--- config.mk ---
export PLATFORM = sky130hd
export DESIGN_NAME = gpio_top
export DESIGN_NICKNAME = d
export VERILOG_FILES = /design/src/design/gpio_pkg.sv /design/src/design/gpio_top.sv /design/src/design/gpio_read_collect.sv /design/src/design/gpio_bank.sv /design/src/design/axil_gpio_frontend.sv
export SDC_FILE = /design/constraint.sdc
export NUM_CORES = 1
export LEC_CHECK = 0
export BUFFER_PORTS_ARGS = -buffer_cell sky130_fd_sc_hd__buf_2
export CORE_UTILIZATION = 54
export CTS_BUF_LIST = sky130_fd_sc_hd__clkbuf_2
export DETAILED_ROUTE_END_ITERATION = 8
export GPL_TIMING_DRIVEN = 0
export PLACE_DENSITY = 0.78
export SLEW_MARGIN = 25
export SYNTH_ARGS = -nofsm -noshare
export SYNTH_HDL_FRONTEND = slang
export SYNTH_SLANG_ARGS = --single-unit
--- constraint.sdc ---
create_clock -name bus -period 1.9 [get_ports bus]
set_input_delay 0.38 -clock bus [delete_from_list [all_inputs] [get_ports bus]]
set_output_delay 0.38 -clock bus [all_outputs]
set_load 0.02 [all_outputs]
--- src/design/gpio_pkg.sv ---
`default_nettype none

package gpio_pkg;

  // --------------------------------------------------------------------------
  // Address fields
  // --------------------------------------------------------------------------

  // Width of the register index field inside one bank
  localparam int unsigned REG_IDX_W = 2;

  // --------------------------------------------------------------------------
  // Register map of one bank
  // --------------------------------------------------------------------------

  typedef enum logic [REG_IDX_W-1:0] {
    REG_OUT = 2'd0,  // output data, byte-strobed
    REG_OE  = 2'd1,  // output enable, byte-strobed
    REG_IN  = 2'd2,  // Synchronized pins, read only
    REG_IRQ = 2'd3   // Software-written interrupt level in bit 0
  } gpio_reg_e;

  // --------------------------------------------------------------------------
  // AXI response codes
  // --------------------------------------------------------------------------

  // Only the two codes this slave can return
  typedef enum logic [1:0] {
    RESP_OKAY   = 2'b00,
    RESP_SLVERR = 2'b10
  } axi_resp_e;

endpackage

`default_nettype wire
--- src/design/gpio_top.sv ---
`default_nettype none

module gpio_top
  import gpio_pkg::*;
#(
  parameter int unsigned  DW        = 32,
  parameter int unsigned  NUM_BANKS = 4,
  localparam int unsigned BYTE_W    = $clog2(DW / 8),
  localparam int unsigned BANK_W    = $clog2(NUM_BANKS),
  localparam int unsigned AW        = BANK_W + REG_IDX_W + BYTE_W
) (
  input  wire                    bus,
  input  wire                    rst_n,
  // AXI4-Lite slave
  input  wire [AW-1:0]           awaddr,
  input  wire                    awvalid,
  output wire                    awready,
  input  wire [DW-1:0]           wdata,
  input  wire [DW/8-1:0]         wstrb,
  input  wire                    wvalid,
  output wire                    wready,
  output wire [1:0]              bresp,
  output wire                    bvalid,
  input  wire                    bready,
  input  wire [AW-1:0]           araddr,
  input  wire                    arvalid,
  output wire                    arready,
  output wire [DW-1:0]           rdata,
  output wire [1:0]              rresp,
  output wire                    rvalid,
  input  wire                    rready,
  // GPIO pins, bank k in slice k
  output wire [NUM_BANKS*DW-1:0] gpio_out,
  output wire [NUM_BANKS*DW-1:0] gpio_oe,
  input  wire [NUM_BANKS*DW-1:0] gpio_in,
  output wire                    irq
);

  // Write broadcast
  wire [NUM_BANKS-1:0]    bank_wr_en;
  wire gpio_reg_e         wr_reg;
  wire [DW-1:0]           wr_data;
  wire [DW/8-1:0]         wr_strb;
  // Read request
  wire                    rd_en;
  wire [BANK_W-1:0]       rd_bank;
  wire gpio_reg_e         rd_reg;
  // Bank words not already on the pins
  wire [NUM_BANKS*DW-1:0] bank_in;
  wire [NUM_BANKS-1:0]    bank_irq;

  axil_gpio_frontend #(
    .DW        (DW),
    .NUM_BANKS (NUM_BANKS)
  ) i_frontend (
    .bus        (bus),
    .rst_n      (rst_n),
    .awaddr     (awaddr),
    .awvalid    (awvalid),
    .awready    (awready),
    .wdata      (wdata),
    .wstrb      (wstrb),
    .wvalid     (wvalid),
    .wready     (wready),
    .bresp      (bresp),
    .bvalid     (bvalid),
    .bready     (bready),
    .araddr     (araddr),
    .arvalid    (arvalid),
    .arready    (arready),
    .rresp      (rresp),
    .rvalid     (rvalid),
    .rready     (rready),
    .bank_wr_en (bank_wr_en),
    .wr_reg     (wr_reg),
    .wr_data    (wr_data),
    .wr_strb    (wr_strb),
    .rd_en      (rd_en),
    .rd_bank    (rd_bank),
    .rd_reg     (rd_reg)
  );

  // One bank per slice, output registers drive the pins directly
  for (genvar k = 0; k < NUM_BANKS; k++) begin : g_bank
    gpio_bank #(
      .DW (DW)
    ) i_bank (
      .bus     (bus),
      .rst_n   (rst_n),
      .wr_en   (bank_wr_en[k]),
      .wr_reg  (wr_reg),
      .wr_data (wr_data),
      .wr_strb (wr_strb),
      .pin_in  (gpio_in[k*DW +: DW]),
      .pin_out (gpio_out[k*DW +: DW]),
      .pin_oe  (gpio_oe[k*DW +: DW]),
      .in_sync (bank_in[k*DW +: DW]),
      .irq_bit (bank_irq[k])
    );
  end

  gpio_read_collect #(
    .DW        (DW),
    .NUM_BANKS (NUM_BANKS)
  ) i_read_collect (
    .bus      (bus),
    .rst_n    (rst_n),
    .rd_en    (rd_en),
    .rd_bank  (rd_bank),
    .rd_reg   (rd_reg),
    .bank_out (gpio_out),
    .bank_oe  (gpio_oe),
    .bank_in  (bank_in),
    .bank_irq (bank_irq),
    .rdata    (rdata),
    .irq      (irq)
  );

endmodule

`default_nettype wire

--- src/design/gpio_read_collect.sv ---
`default_nettype none

module gpio_read_collect
  import gpio_pkg::*;
#(
  parameter int unsigned  DW        = 32,
  parameter int unsigned  NUM_BANKS = 4,
  localparam int unsigned BANK_W    = $clog2(NUM_BANKS)
) (
  input  wire                    bus,
  input  wire                    rst_n,
  // Read request from the front end
  input  wire                    rd_en,
  input  wire [BANK_W-1:0]       rd_bank,
  input  wire gpio_reg_e         rd_reg,
  // Bank words, bank k in slice k
  input  wire [NUM_BANKS*DW-1:0] bank_out,
  input  wire [NUM_BANKS*DW-1:0] bank_oe,
  input  wire [NUM_BANKS*DW-1:0] bank_in,
  input  wire [NUM_BANKS-1:0]    bank_irq,
  output logic [DW-1:0]          rdata,
  output logic                   irq
);

  logic [DW-1:0] sel_word;

  // --------------------------------------------------------------------------
  // Word select
  // --------------------------------------------------------------------------

  always_comb begin
    case (rd_reg)
      REG_OUT: sel_word = bank_out[rd_bank*DW +: DW];
      REG_OE:  sel_word = bank_oe[rd_bank*DW +: DW];
      REG_IN:  sel_word = bank_in[rd_bank*DW +: DW];
      // Single bit, zero-extended
      REG_IRQ: sel_word = {{(DW-1){1'b0}}, bank_irq[rd_bank]};
      default: sel_word = '0;
    endcase
  end

  // Loaded on the edge that raises rvalid, held until the next read
  always_ff @(posedge bus or negedge rst_n) begin
    if (!rst_n) begin
      rdata <= '0;
    end else if (rd_en) begin
      rdata <= sel_word;
    end
  end

  // Any bank with its level set
  assign irq = |bank_irq;

  // Bank index comes from a register without reset in the front end
  a_rd_known: assert property (@(posedge bus) disable iff (!rst_n)
    rd_en |-> !$isunknown({rd_bank, rd_reg}));

endmodule

`default_nettype wire

--- src/design/gpio_bank.sv ---
`default_nettype none

module gpio_bank
  import gpio_pkg::*;
#(
  parameter int unsigned DW = 32
) (
  input  wire            bus,
  input  wire            rst_n,
  // Write broadcast, this bank's enable only
  input  wire            wr_en,
  input  wire gpio_reg_e wr_reg,
  input  wire [DW-1:0]   wr_data,
  input  wire [DW/8-1:0] wr_strb,
  // Pins
  input  wire [DW-1:0]   pin_in,
  output logic [DW-1:0]  pin_out,
  output logic [DW-1:0]  pin_oe,
  // Words seen by the read collector
  output logic [DW-1:0]  in_sync,
  output logic           irq_bit
);

  // First synchronizer stage, may go metastable
  logic [DW-1:0] in_meta;

  logic [DW-1:0] out_next;
  logic [DW-1:0] oe_next;

  // --------------------------------------------------------------------------
  // Byte merge
  // --------------------------------------------------------------------------

  // Enabled bytes from the new word, the rest kept
  function automatic logic [DW-1:0] byte_merge(
    input logic [DW-1:0]   old_word,
    input logic [DW-1:0]   new_word,
    input logic [DW/8-1:0] strb
  );
    logic [DW-1:0] merged;
    merged = old_word;
    for (int i = 0; i < DW / 8; i++) begin
      if (strb[i]) begin
        merged[i*8 +: 8] = new_word[i*8 +: 8];
      end
    end
    return merged;
  endfunction

  assign out_next = byte_merge(pin_out, wr_data, wr_strb);
  assign oe_next  = byte_merge(pin_oe, wr_data, wr_strb);

  // --------------------------------------------------------------------------
  // Software registers
  // --------------------------------------------------------------------------

  always_ff @(posedge bus or negedge rst_n) begin
    if (!rst_n) begin
      pin_out <= '0;
      pin_oe  <= '0;
      irq_bit <= 1'b0;
    end else if (wr_en) begin
      case (wr_reg)
        REG_OUT: pin_out <= out_next;
        REG_OE:  pin_oe  <= oe_next;
        // Level only, bit 0 of the data
        REG_IRQ: irq_bit <= wr_data[0];
        default: ;
      endcase
    end
  end

  // --------------------------------------------------------------------------
  // Input synchronizer
  // --------------------------------------------------------------------------

  // Two flops, readable from the second
  always_ff @(posedge bus or negedge rst_n) begin
    if (!rst_n) begin
      in_meta <= '0;
      in_sync <= '0;
    end else begin
      in_meta <= pin_in;
      in_sync <= in_meta;
    end
  end

  // Front end filters writes to the read-only register
  a_no_write_in: assert property (@(posedge bus) disable iff (!rst_n)
    wr_en |-> (wr_reg != REG_IN));

endmodule

`default_nettype wire

--- src/design/axil_gpio_frontend.sv ---
`default_nettype none

module axil_gpio_frontend
  import gpio_pkg::*;
#(
  parameter int unsigned  DW        = 32,
  parameter int unsigned  NUM_BANKS = 4,
  localparam int unsigned BYTE_W    = $clog2(DW / 8),
  localparam int unsigned BANK_W    = $clog2(NUM_BANKS),
  localparam int unsigned AW        = BANK_W + REG_IDX_W + BYTE_W
) (
  input  wire                  bus,
  input  wire                  rst_n,
  // Write address and data channels
  input  wire [AW-1:0]         awaddr,
  input  wire                  awvalid,
  output logic                 awready,
  input  wire [DW-1:0]         wdata,
  input  wire [DW/8-1:0]       wstrb,
  input  wire                  wvalid,
  output logic                 wready,
  // Write response channel
  output axi_resp_e            bresp,
  output logic                 bvalid,
  input  wire                  bready,
  // Read address and data channels
  input  wire [AW-1:0]         araddr,
  input  wire                  arvalid,
  output logic                 arready,
  output axi_resp_e            rresp,
  output logic                 rvalid,
  input  wire                  rready,
  // Write broadcast to the banks
  output logic [NUM_BANKS-1:0] bank_wr_en,
  output gpio_reg_e            wr_reg,
  output logic [DW-1:0]        wr_data,
  output logic [DW/8-1:0]      wr_strb,
  // Read request to the collector
  output logic                 rd_en,
  output logic [BANK_W-1:0]    rd_bank,
  output gpio_reg_e            rd_reg
);

  // Word index of the latched addresses, byte offset dropped
  logic [AW-1:BYTE_W] aw_idx_q;
  logic [AW-1:BYTE_W] ar_idx_q;

  logic               wr_accept;
  logic               wr_xfer;
  logic               ar_accept;
  logic               ar_xfer;
  logic [BANK_W-1:0]  wr_bank;
  gpio_reg_e          wr_reg_dec;
  logic               wr_to_ro;

  // --------------------------------------------------------------------------
  // Write path
  // --------------------------------------------------------------------------

  // Both channels seen, nothing in flight
  assign wr_accept = awvalid & wvalid & ~awready & ~wready & ~bvalid;
  // Address and data complete on the same edge
  assign wr_xfer   = awready & awvalid & wready & wvalid;

  // Ready pulses last exactly one cycle
  always_ff @(posedge bus or negedge rst_n) begin
    if (!rst_n) begin
      awready <= 1'b0;
      wready  <= 1'b0;
    end else begin
      awready <= wr_accept;
      wready  <= wr_accept;
    end
  end

  always_ff @(posedge bus) begin
    if (wr_accept) begin
      aw_idx_q <= awaddr[AW-1:BYTE_W];
    end
  end

  // Bank index on top, register index below it
  assign wr_bank    = aw_idx_q[AW-1 -: BANK_W];
  assign wr_reg_dec = gpio_reg_e'(aw_idx_q[BYTE_W +: REG_IDX_W]);
  assign wr_to_ro   = (wr_reg_dec == REG_IN);

  // Strobe and response leave together, one cycle after the transfer
  always_ff @(posedge bus or negedge rst_n) begin
    if (!rst_n) begin
      bank_wr_en <= '0;
      bvalid     <= 1'b0;
      bresp      <= RESP_OKAY;
    end else begin
      bank_wr_en <= '0;
      if (wr_xfer) begin
        // Input register is read only, no bank sees the write
        if (!wr_to_ro) begin
          bank_wr_en[wr_bank] <= 1'b1;
        end
        bvalid <= 1'b1;
        bresp  <= wr_to_ro ? RESP_SLVERR : RESP_OKAY;
      end else if (bready) begin
        bvalid <= 1'b0;
      end
    end
  end

  // Payload of the broadcast, qualified by bank_wr_en
  always_ff @(posedge bus) begin
    if (wr_xfer) begin
      wr_reg  <= wr_reg_dec;
      wr_data <= wdata;
      wr_strb <= wstrb;
    end
  end

  // --------------------------------------------------------------------------
  // Read path
  // --------------------------------------------------------------------------

  // Also blocked during the rd_en cycle, before rvalid is up
  assign ar_accept = arvalid & ~arready & ~rvalid & ~rd_en;
  assign ar_xfer   = arready & arvalid;

  always_ff @(posedge bus or negedge rst_n) begin
    if (!rst_n) begin
      arready <= 1'b0;
      rd_en   <= 1'b0;
      rvalid  <= 1'b0;
    end else begin
      arready <= ar_accept;
      rd_en   <= ar_xfer;
      // rvalid rises on the edge that loads rdata in the collector
      if (rd_en) begin
        rvalid <= 1'b1;
      end else if (rready) begin
        rvalid <= 1'b0;
      end
    end
  end

  always_ff @(posedge bus) begin
    if (ar_accept) begin
      ar_idx_q <= araddr[AW-1:BYTE_W];
    end
    if (ar_xfer) begin
      rd_bank <= ar_idx_q[AW-1 -: BANK_W];
      rd_reg  <= gpio_reg_e'(ar_idx_q[BYTE_W +: REG_IDX_W]);
    end
  end

  // Every register is readable
  assign rresp = RESP_OKAY;

  // --------------------------------------------------------------------------
  // Checks
  // --------------------------------------------------------------------------

  a_wr_en_onehot: assert property (@(posedge bus) disable iff (!rst_n)
    $onehot0(bank_wr_en));

  a_no_aw_during_b: assert property (@(posedge bus) disable iff (!rst_n)
    !(awready && bvalid));

  a_no_rd_during_r: assert property (@(posedge bus) disable iff (!rst_n)
    !(rd_en && rvalid));

endmodule

`default_nettype wire

==> summary.txt, run 1 <==
result of the run - complete, but fails checks
failing checks - hold timing, setup timing
endpoint kind of the worst setup timing path - primary output
cell row count - 75
maximum vdd ir drop - 0.000699 V
Syn Inst Count - 1403
count of flip-flops with a built-in enable after synthesis - 50
async set-reset flop share out of synthesis - 91.8%
dpl hpwl - 49400 µm
final cell count without fillers - 3485
total of max-cap violations - 0
maximum buffer depth of the clock tree - 3
floorplan die width - 209 µm
Routed wire per std cell - 37.2 µm
initial antenna violation count - 11
overall track demand over capacity in global routing - 50.4%
die footprint - 43600 µm²
number of global-route vias before repair - 23800
Placed Instances - 2423
clock root cell - sky130_fd_sc_hd__clkbuf_2
Netlist cell types - 36
Initial Util - 54.9%
number of buffers added by the clock tree synthesis step - 152
wire length reported by the detailed router - 130000 µm
die extent in y - 209 µm
number of input and output port buffers inserted - 473
final-stage net count - 2994
standby leakage power - 18.9 nW
clock insertion delay at the later pin of the skew report - 1.63 ns
power density over cell area - 804 nW/µm²
pin count of the biggest net entering global routing - 101
number of ports placed on the die boundary - 481
final core occ - 91.8%
path type of the worst min-delay path - input port to flop
remaining global-route overflow - 0
post-DR vias/cell - 6.82
count of warnings emitted by yosys - 0
Max H-tree Level - 4
RSZ-0062 raised after global routing - true
via count - 23800
Synth Register Bits - 608
first-pass detailed-route iteration total - 6
# clock sinks - 608
register area share after synthesis - 67.0%
DR DRC count - 0
Required @ worst endpoint - 1.52 ns
Final Wtd Congestion - 0.871
first-pass GRT wire length - 156000 µm
top flip-flop cell by instance count after synthesis - sky130_fd_sc_hd__dfrtp_1
crit path launch type - flop
cell type with the largest total area after synthesis - sky130_fd_sc_hd__dfrtp_1
cell types occupying the most area after synthesis - sky130_fd_sc_hd__dfrtp_1 (61%), sky130_fd_sc_hd__mux2_4 (8.3%), sky130_fd_sc_hd__edfxtp_1 (6.5%), sky130_fd_sc_hd__mux2_2 (3.7%), sky130_fd_sc_hd__mux4_2 (3.1%)
post-layout total power - 31.0 mW
setup skew after layout - 0.201 ns
total count of max-transition violations in the final report - 0
final design area excluding fillers - 38600 µm²
area after detailed placement - 26300 µm²
Worst slew margin - 23.5%
Std-Cell Core Area - 42000 µm²
Initial DRC Count - 3397
summed negative setup slack over all endpoints - -189.58 ns
Period Utilization, post-route - 167%
worst setup slack before clock tree synthesis - -0.445 ns
hold_ws - -0.0197 ns
count of endpoints failing hold in the final timing report - 2
area growth from synthesis to layout - 67.3%
Worst-Margin Slew - 1.15 ns
netlist area before placement - 23100 µm²
maximum fanout encountered on the critical timing path - 2
Highest Clock Rate - 0.316 GHz
fraction of final layout cells sized beyond drive strength 1 - 57.5%
final worst setup slack - -1.27 ns
number of nets still failing antenna checks after routing - 0
top cell type's share of synthesized area - 60.5%
number of filler instances in the final layout - 1260
CTS tree - done
syn avg cell area - 16.4 µm²
Crit Path Category - flop to primary output
data arrival time of the worst path - 2.79 ns
clock period minus final worst setup slack - 3.17 ns
clock input transition at the sequential cells of the worst setup and hold paths - 0.17 ns
number of failing setup endpoints in the final timing report - 467
[Yosys cell counts, drive strengths merged (4+ instances only)]
cell type and n:
buf 83, mux2 259, and3 18, a21oi 34
edfxtp 50, nand3 5, a221oi 64, a211oi 63
a22oi 63, mux4 32, o21ai 4, o32ai 31
clkbuf 18, inv 39, nor2 39, dfrtp 558
nand2 23, and2 5
[power by group]
group	total, mW	internal, mW	switching, mW
registers	14.3	13.7	0.602
clock network	11.0	4.01	6.98
logic	5.70	2.68	3.02
[cell families (layout without fill, tap and decap cells)]
kind of cell,after synthesis,count (layout),synth area share (%)
flops,608,608,67.0
mux,291,291,17.8
compound gates,263,263,8.67
buf+inv,141,1669,3.23
simple gates,96,96,3.06
fa+ha+maj,3,3,0.163
other cells,1,16,0.0163
[repair_timing]
action | in CTS | in global routing
gates cloned | 8 | 5
pin swaps | 130 | 72
gates resized for setup | 867 | 164
hold endpoints to repair | 639 | 0
buffers inserted | 264 | 150
endpoints found under the setup margin | 392 | 426
hold buffers | 357 | 0
[cells in the final DEF (no fill, tap or decap), drive strengths merged, types with 2 or more instances in the layout]
| master | instances |
|---|---|
| a22oi | 63 |
| and2 | 5 |
| edfxtp | 50 |
| buf | 968 |
| dlygate4sd3 | 357 |
| mux2 | 259 |
| clkbuf | 237 |
| a21oi | 34 |
| nand2 | 23 |
| bufinv | 7 |
| nor2 | 39 |
| diode | 13 |
| o32ai | 31 |
| a211oi | 63 |
| clkinvlp | 2 |
| mux4 | 32 |
| conb | 3 |
| a221oi | 64 |
| and3 | 18 |
| inv | 42 |
| dfrtp | 558 |
| nor3 | 2 |
| clkinv | 56 |
| o21ai | 4 |
| ha | 3 |
| nand3 | 5 |
[metal layers]
metal  vias up  global-route usage (%)  wire length [µm]
li1       8131                       -                 -
met1     11400                    54.6             38700
met2      2941                    77.9             55700
met3      1324                    19.9             19600
met4        14                    42.9             15400
met5         -                       0               182
[critical path, stage by stage, from the launching register on]
cell and delay (ns):
sky130_fd_sc_hd__dfrtp_1 0.45, sky130_fd_sc_hd__or4_4 0.54, sky130_fd_sc_hd__buf_12 0.17
[cell type report]
type                       instances  area, µm²  area share (%)
timing repair buffer            1257      11500            29.9
clock inverter                    67        457            1.18
tap                              539        674            1.75
sequential                       608      15500            40.1
buffer                            93        952            2.47
inverter                          40        158           0.409
clock buffer                     212       1060            2.75
multi-input combinational        656       8250            21.4
antenna                           13       32.5          0.0843
[final timing paths]
path,from,endpoint,slack (ns),depth (start not counted)
max in group asynchronous,rst_n,g_bank[0].i_bank.in_meta[10],0.31,5
min reg2reg,g_bank[2].i_bank.in_meta[2],g_bank[2].i_bank.in_sync[2],0.27,0
max,g_bank[3].i_bank.irq_bit,irq,-1.27,2
max reg2reg,i_frontend.rd_reg[0],i_read_collect.rdata[15],-0.64,10
min in group asynchronous,rst_n,g_bank[1].i_bank.pin_oe[27],0.01,3
min,gpio_in[91],g_bank[2].i_bank.in_meta[27],-0.02,3
Note: power is estimated with default switching activity, not from simulation.
==> run 2, diff against run 1 <==
--- a/config.mk
+++ b/config.mk
@@ -11,7 +11,8 @@
 export DETAILED_ROUTE_END_ITERATION = 8
 export GPL_TIMING_DRIVEN = 0
 export PLACE_DENSITY = 0.78
-export SLEW_MARGIN = 25
+export REMOVE_ABC_BUFFERS = 1
+export SLEW_MARGIN = 10
 export SYNTH_ARGS = -nofsm -noshare
 export SYNTH_HDL_FRONTEND = slang
 export SYNTH_SLANG_ARGS = --single-unit
==> constraint.sdc (replaced) <==
create_clock -name bus -period 1.9 [get_ports bus]
set_input_delay 0.38 -clock bus [delete_from_list [all_inputs] [get_ports bus]]
set_output_delay 0.38 -clock bus [all_outputs]
set_load 0.01 [all_outputs]
==> run 2 against run 1 <==
Compared with the run above:
- synthesized cell count did not move
- synthesized area is the same
- the flow now stops in global routing (5_1_grt)
==> summary.txt, run 2 <==
dpl hpwl - 42800 µm
dominant cell by count in the synthesized netlist - sky130_fd_sc_hd__dfrtp_1
worst-path endpoint after global-route repair_timing - irq
top cell type's share of synthesized area - 60.5%
netlist area before placement - 23100 µm²
count of warnings emitted by yosys - 0
floorplan die width - 209 µm
Syn Inst Count - 1403
Final Wtd Congestion - 0.812
number of buffers added by the clock tree synthesis step - 148
initial antenna violation count - 24
Initial Util - 54.9%
cell row count - 75
number of ports placed on the die boundary - 481
die extent in y - 209 µm
result of the run - aborted with a tool error
first error in the log - [ERROR GRT-0232] Routing congestion too high. Check the congestion heatmap in the GUI.
maximum buffer depth of the clock tree - 3
async set-reset flop share out of synthesis - 91.8%
Synth Register Bits - 608
commonest cells in the netlist - sky130_fd_sc_hd__dfrtp_1 (558), sky130_fd_sc_hd__mux2_4 (128), sky130_fd_sc_hd__mux2_2 (76), sky130_fd_sc_hd__a221oi_1 (64)
register area share after synthesis - 67.0%
count of flip-flops with a built-in enable after synthesis - 50
clock root cell - sky130_fd_sc_hd__clkbuf_2
overall track demand over capacity in global routing - 78.0%
syn avg cell area - 16.4 µm²
# clock sinks - 608
worst-path endpoint category - output port
pin count of the biggest net entering global routing - 119
Max H-tree Level - 4
cell types occupying the most area after synthesis - sky130_fd_sc_hd__dfrtp_1 (61%), sky130_fd_sc_hd__mux2_4 (8.3%), sky130_fd_sc_hd__edfxtp_1 (6.5%), sky130_fd_sc_hd__mux2_2 (3.7%), sky130_fd_sc_hd__mux4_2 (3.1%)
top flip-flop cell by instance count after synthesis - sky130_fd_sc_hd__dfrtp_1
remaining global-route overflow - 8
Netlist cell types - 36
stopping stage - global routing (5_1_grt)
number of input and output port buffers inserted - 473
cell type with the largest total area after synthesis - sky130_fd_sc_hd__dfrtp_1
==> run 2: cells by family after synthesis <==
group / Yosys count / synth area share (%)
mux: 291 / 17.8
buf+inv: 141 / 3.23
flops: 608 / 67.0
compound gates: 263 / 8.67
other cells: 1 / 0.0163
simple gates: 96 / 3.06
fa+ha+maj: 3 / 0.163
==> run 2: per-stage QoR <==
stage	setup WS (ns)	instance area (µm²)	TNS [ns]	utilization, %	std cells
CTS	-1.06	36000	-160.11	85.7	3297
global placement	-10.40	25500	-5967.50	60.7	2316
detailed placement	-0.813	26200	-109.46	62.4	2343
floorplan	-2.04	22500	-62.90	-	1304
==> run 2: what timing repair did <==
action / 4_1_cts
pin swaps: 111
setup buffers: 300
hold buffers: 363
gates cloned: 24
resized for setup: 367
endpoints found under the hold margin: 674
setup endpoints to repair: 588
==> run 2: layer usage <==
metal  GRT usage [%]  GRT overflow
met2            93.9             3
met5            28.9             0
met1            77.4             0
met4            74.8             5
met3            66.8             0
==> run 3, diff against run 2 <==
--- a/config.mk
+++ b/config.mk
@@ -6,11 +6,10 @@
 export NUM_CORES = 1
 export LEC_CHECK = 0
 export BUFFER_PORTS_ARGS = -buffer_cell sky130_fd_sc_hd__buf_2
-export CORE_UTILIZATION = 54
-export CTS_BUF_LIST = sky130_fd_sc_hd__clkbuf_2
+export CORE_UTILIZATION = 39
 export DETAILED_ROUTE_END_ITERATION = 8
 export GPL_TIMING_DRIVEN = 0
-export PLACE_DENSITY = 0.78
+export PLACE_DENSITY_LB_ADDON = 0.15
 export REMOVE_ABC_BUFFERS = 1
 export SLEW_MARGIN = 10
 export SYNTH_ARGS = -nofsm -noshare
==> run 3 against run 2 <==
Compared with the run above:
- the flow now finishes, with violations (hold timing, setup timing)
==> summary.txt, run 3 (synthesis gave the netlist of run 1 again) <==
# clock sinks - 608
Highest Clock Rate - 0.497 GHz
dpl hpwl - 44500 µm
cell row count - 88
data arrival time of the worst path - 1.63 ns
number of filler instances in the final layout - 4593
clock share of power - 43.2%
number of failing setup endpoints in the final timing report - 22
series of cell instances along the critical path - or4_4, buf_6
standby leakage power - 15.9 nW
failing checks - hold timing, setup timing
clock input transition at the sequential cells of the worst setup and hold paths - 0.06 ns
capture instance of the worst register-to-register path - i_read_collect.rdata[0]
clock insertion delay at the later pin of the skew report - 0.60 ns
remaining global-route overflow - 0
Crit Path Category - flop to primary output
Required @ worst endpoint - 1.52 ns
maximum buffer depth of the clock tree - 3
crit path launch type - flop
net switching power of the design - 7.60 mW
net switching fraction of the power - 24.5%
startpoint of the worst-slack reg-to-reg timing path - i_frontend.rd_reg[0]
result of the run - complete, but fails checks
first-pass GRT wire length - 111000 µm
slowest CP cell - sky130_fd_sc_hd__or4_4
total of max-cap violations - 0
overall track demand over capacity in global routing - 25.2%
Final Wtd Congestion - 0.781
Initial Util - 39.8%
first-pass detailed-route iteration total - 5
setup skew after layout - 0.0269 ns
final cell count without fillers - 2957
most common library cell in the layout ignoring fill and taps - sky130_fd_sc_hd__dfrtp_1
maximum vdd ir drop - 0.00107 V
sequential cell area - 15500 µm²
hold_ws - -0.171 ns
total count of max-transition violations in the final report - 0
die footprint - 60100 µm²
Initial DRC Count - 961
pin count of the biggest net entering global routing - 108
post-DR vias/cell - 5.30
post-layout total power - 31.0 mW
combinational share of power - 11.1%
number of nets still failing antenna checks after routing - 0
area after detailed placement - 26500 µm²
Routed wire per std cell - 26.5 µm
number of buffers added by the clock tree synthesis step - 69
leading cell types in the layout, fill and taps excluded - sky130_fd_sc_hd__dfrtp_1 (557), sky130_fd_sc_hd__buf_2 (471), sky130_fd_sc_hd__dlygate4sd3_1 (173)
hold bufs inserted after CTS - 173
uppermost layer routed - met5
Internal Dissipation - 23.4 mW
CP Launch Point - g_bank[1].i_bank.irq_bit
via count - 15700
worst setup slack before clock tree synthesis - -1.31 ns
number of ports placed on the die boundary - 481
Largest stage delay, worst path - 0.53 ns
maximum fanout encountered on the critical timing path - 2
number of global-route vias before repair - 16400
wire length reported by the detailed router - 78300 µm
routed length on met2 - 37400 µm
path type of the worst min-delay path - input port to asynchronous set/reset pin
clock period minus final worst setup slack - 2.01 ns
clock root cell - sky130_fd_sc_hd__clkbuf_16
Max H-tree Level - 3
area growth from synthesis to layout - 42.8%
met3 wire length - 5390 µm
area of combinational cells with multiple inputs - 8040 µm²
Worst slew margin - 43.9%
Std-Cell Core Area - 58000 µm²
Placed Instances - 2571
fraction of final layout cells sized beyond drive strength 1 - 51.8%
endpoint kind of the worst setup timing path - primary output
fraction of power consumed by sequential logic - 45.8%
initial antenna violation count - 4
CTS tree - done
final-stage net count - 2322
power density over cell area - 941 nW/µm²
final worst setup slack - -0.111 ns
termination of the worst setup path - irq
wire length on met1 - 33000 µm
RSZ-0062 raised after global routing - true
number of input and output port buffers inserted - 473
Worst-Margin Slew - 0.834 ns
Period Utilization, post-route - 106%
floorplan die width - 245 µm
count of endpoints failing hold in the final timing report - 95
final design area excluding fillers - 32900 µm²
flop-to-flop setup slack - -0.11 ns
reg2reg path depth - 8
die extent in y - 245 µm
DR DRC count - 0
## run 3: how the worst min path moves through the flow
stage,from,end,slack (ns),cells after the start
floorplan,rst_n,g_bank[0].i_bank.in_meta[0],0.08,0
global placement,g_bank[2].i_bank.in_meta[19],g_bank[2].i_bank.in_sync[19],0.33,0
detailed placement,g_bank[0].i_bank.in_meta[23],g_bank[0].i_bank.in_sync[23],0.33,0
CTS,rst_n,g_bank[1].i_bank.in_sync[27],-0.18,1
global route,rst_n,g_bank[3].i_bank.in_sync[27],-0.13,1
finish,rst_n,g_bank[1].i_bank.in_sync[27],-0.17,1
## run 3: metrics by stage
step | utilization [%] | setup TNS [ns]
after floorplan | - | -62.90
after detailed placement | 45.7 | -112.41
after global placement | 44.5 | -6298.04
final | 56.8 | -0.899
after CTS | 54.9 | -1.11
after global routing | 56.8 | -2.84
## run 3: layout make-up
cell class	instances	share of cell area, %
Timing Repair Buffer	761	18.3
Inverter	40	0.501
Multi-Input combinational cell	656	24.4
Antenna cell	3	0.0228
Tap cell	765	2.91
Clock buffer	99	6.05
Clock inverter	25	0.858
Sequential cell	608	46.9
## run 3: worst max-delay path, delay by kind of cell (launching register included)
family                 cells  cell delay [ns]
buffers and inverters      1             0.15
flip-flops                 1             0.38
AND/OR/NAND/NOR            1             0.53
## run 3: timing repair
action	CTS	global route
buffers inserted	46	22
gates resized for setup	129	135
setup endpoints to repair	294	54
endpoints found under the hold margin	268	95
pin swaps	34	71
cloned	14	7
## run 3: power by group through the flow
stage               registers [mW]  clock network [mW]  logic [mW]
floorplan                     14.5                   0       0.805
global placement              14.5                   0        2.12
detailed placement            14.4                   0        2.40
CTS                           14.1                13.7        3.13
global route                  14.2                14.2        3.66
finish                        14.2                13.4        3.44
## run 3: metal layers
| layer | GRT usage (%) | up-vias |
|---|---|---|
| li1 | - | 6708 |
| met1 | 33.3 | 8204 |
| met2 | 40.9 | 612 |
| met3 | 5.65 | 152 |
| met4 | 8.57 | 2 |
| met5 | 0 | - |
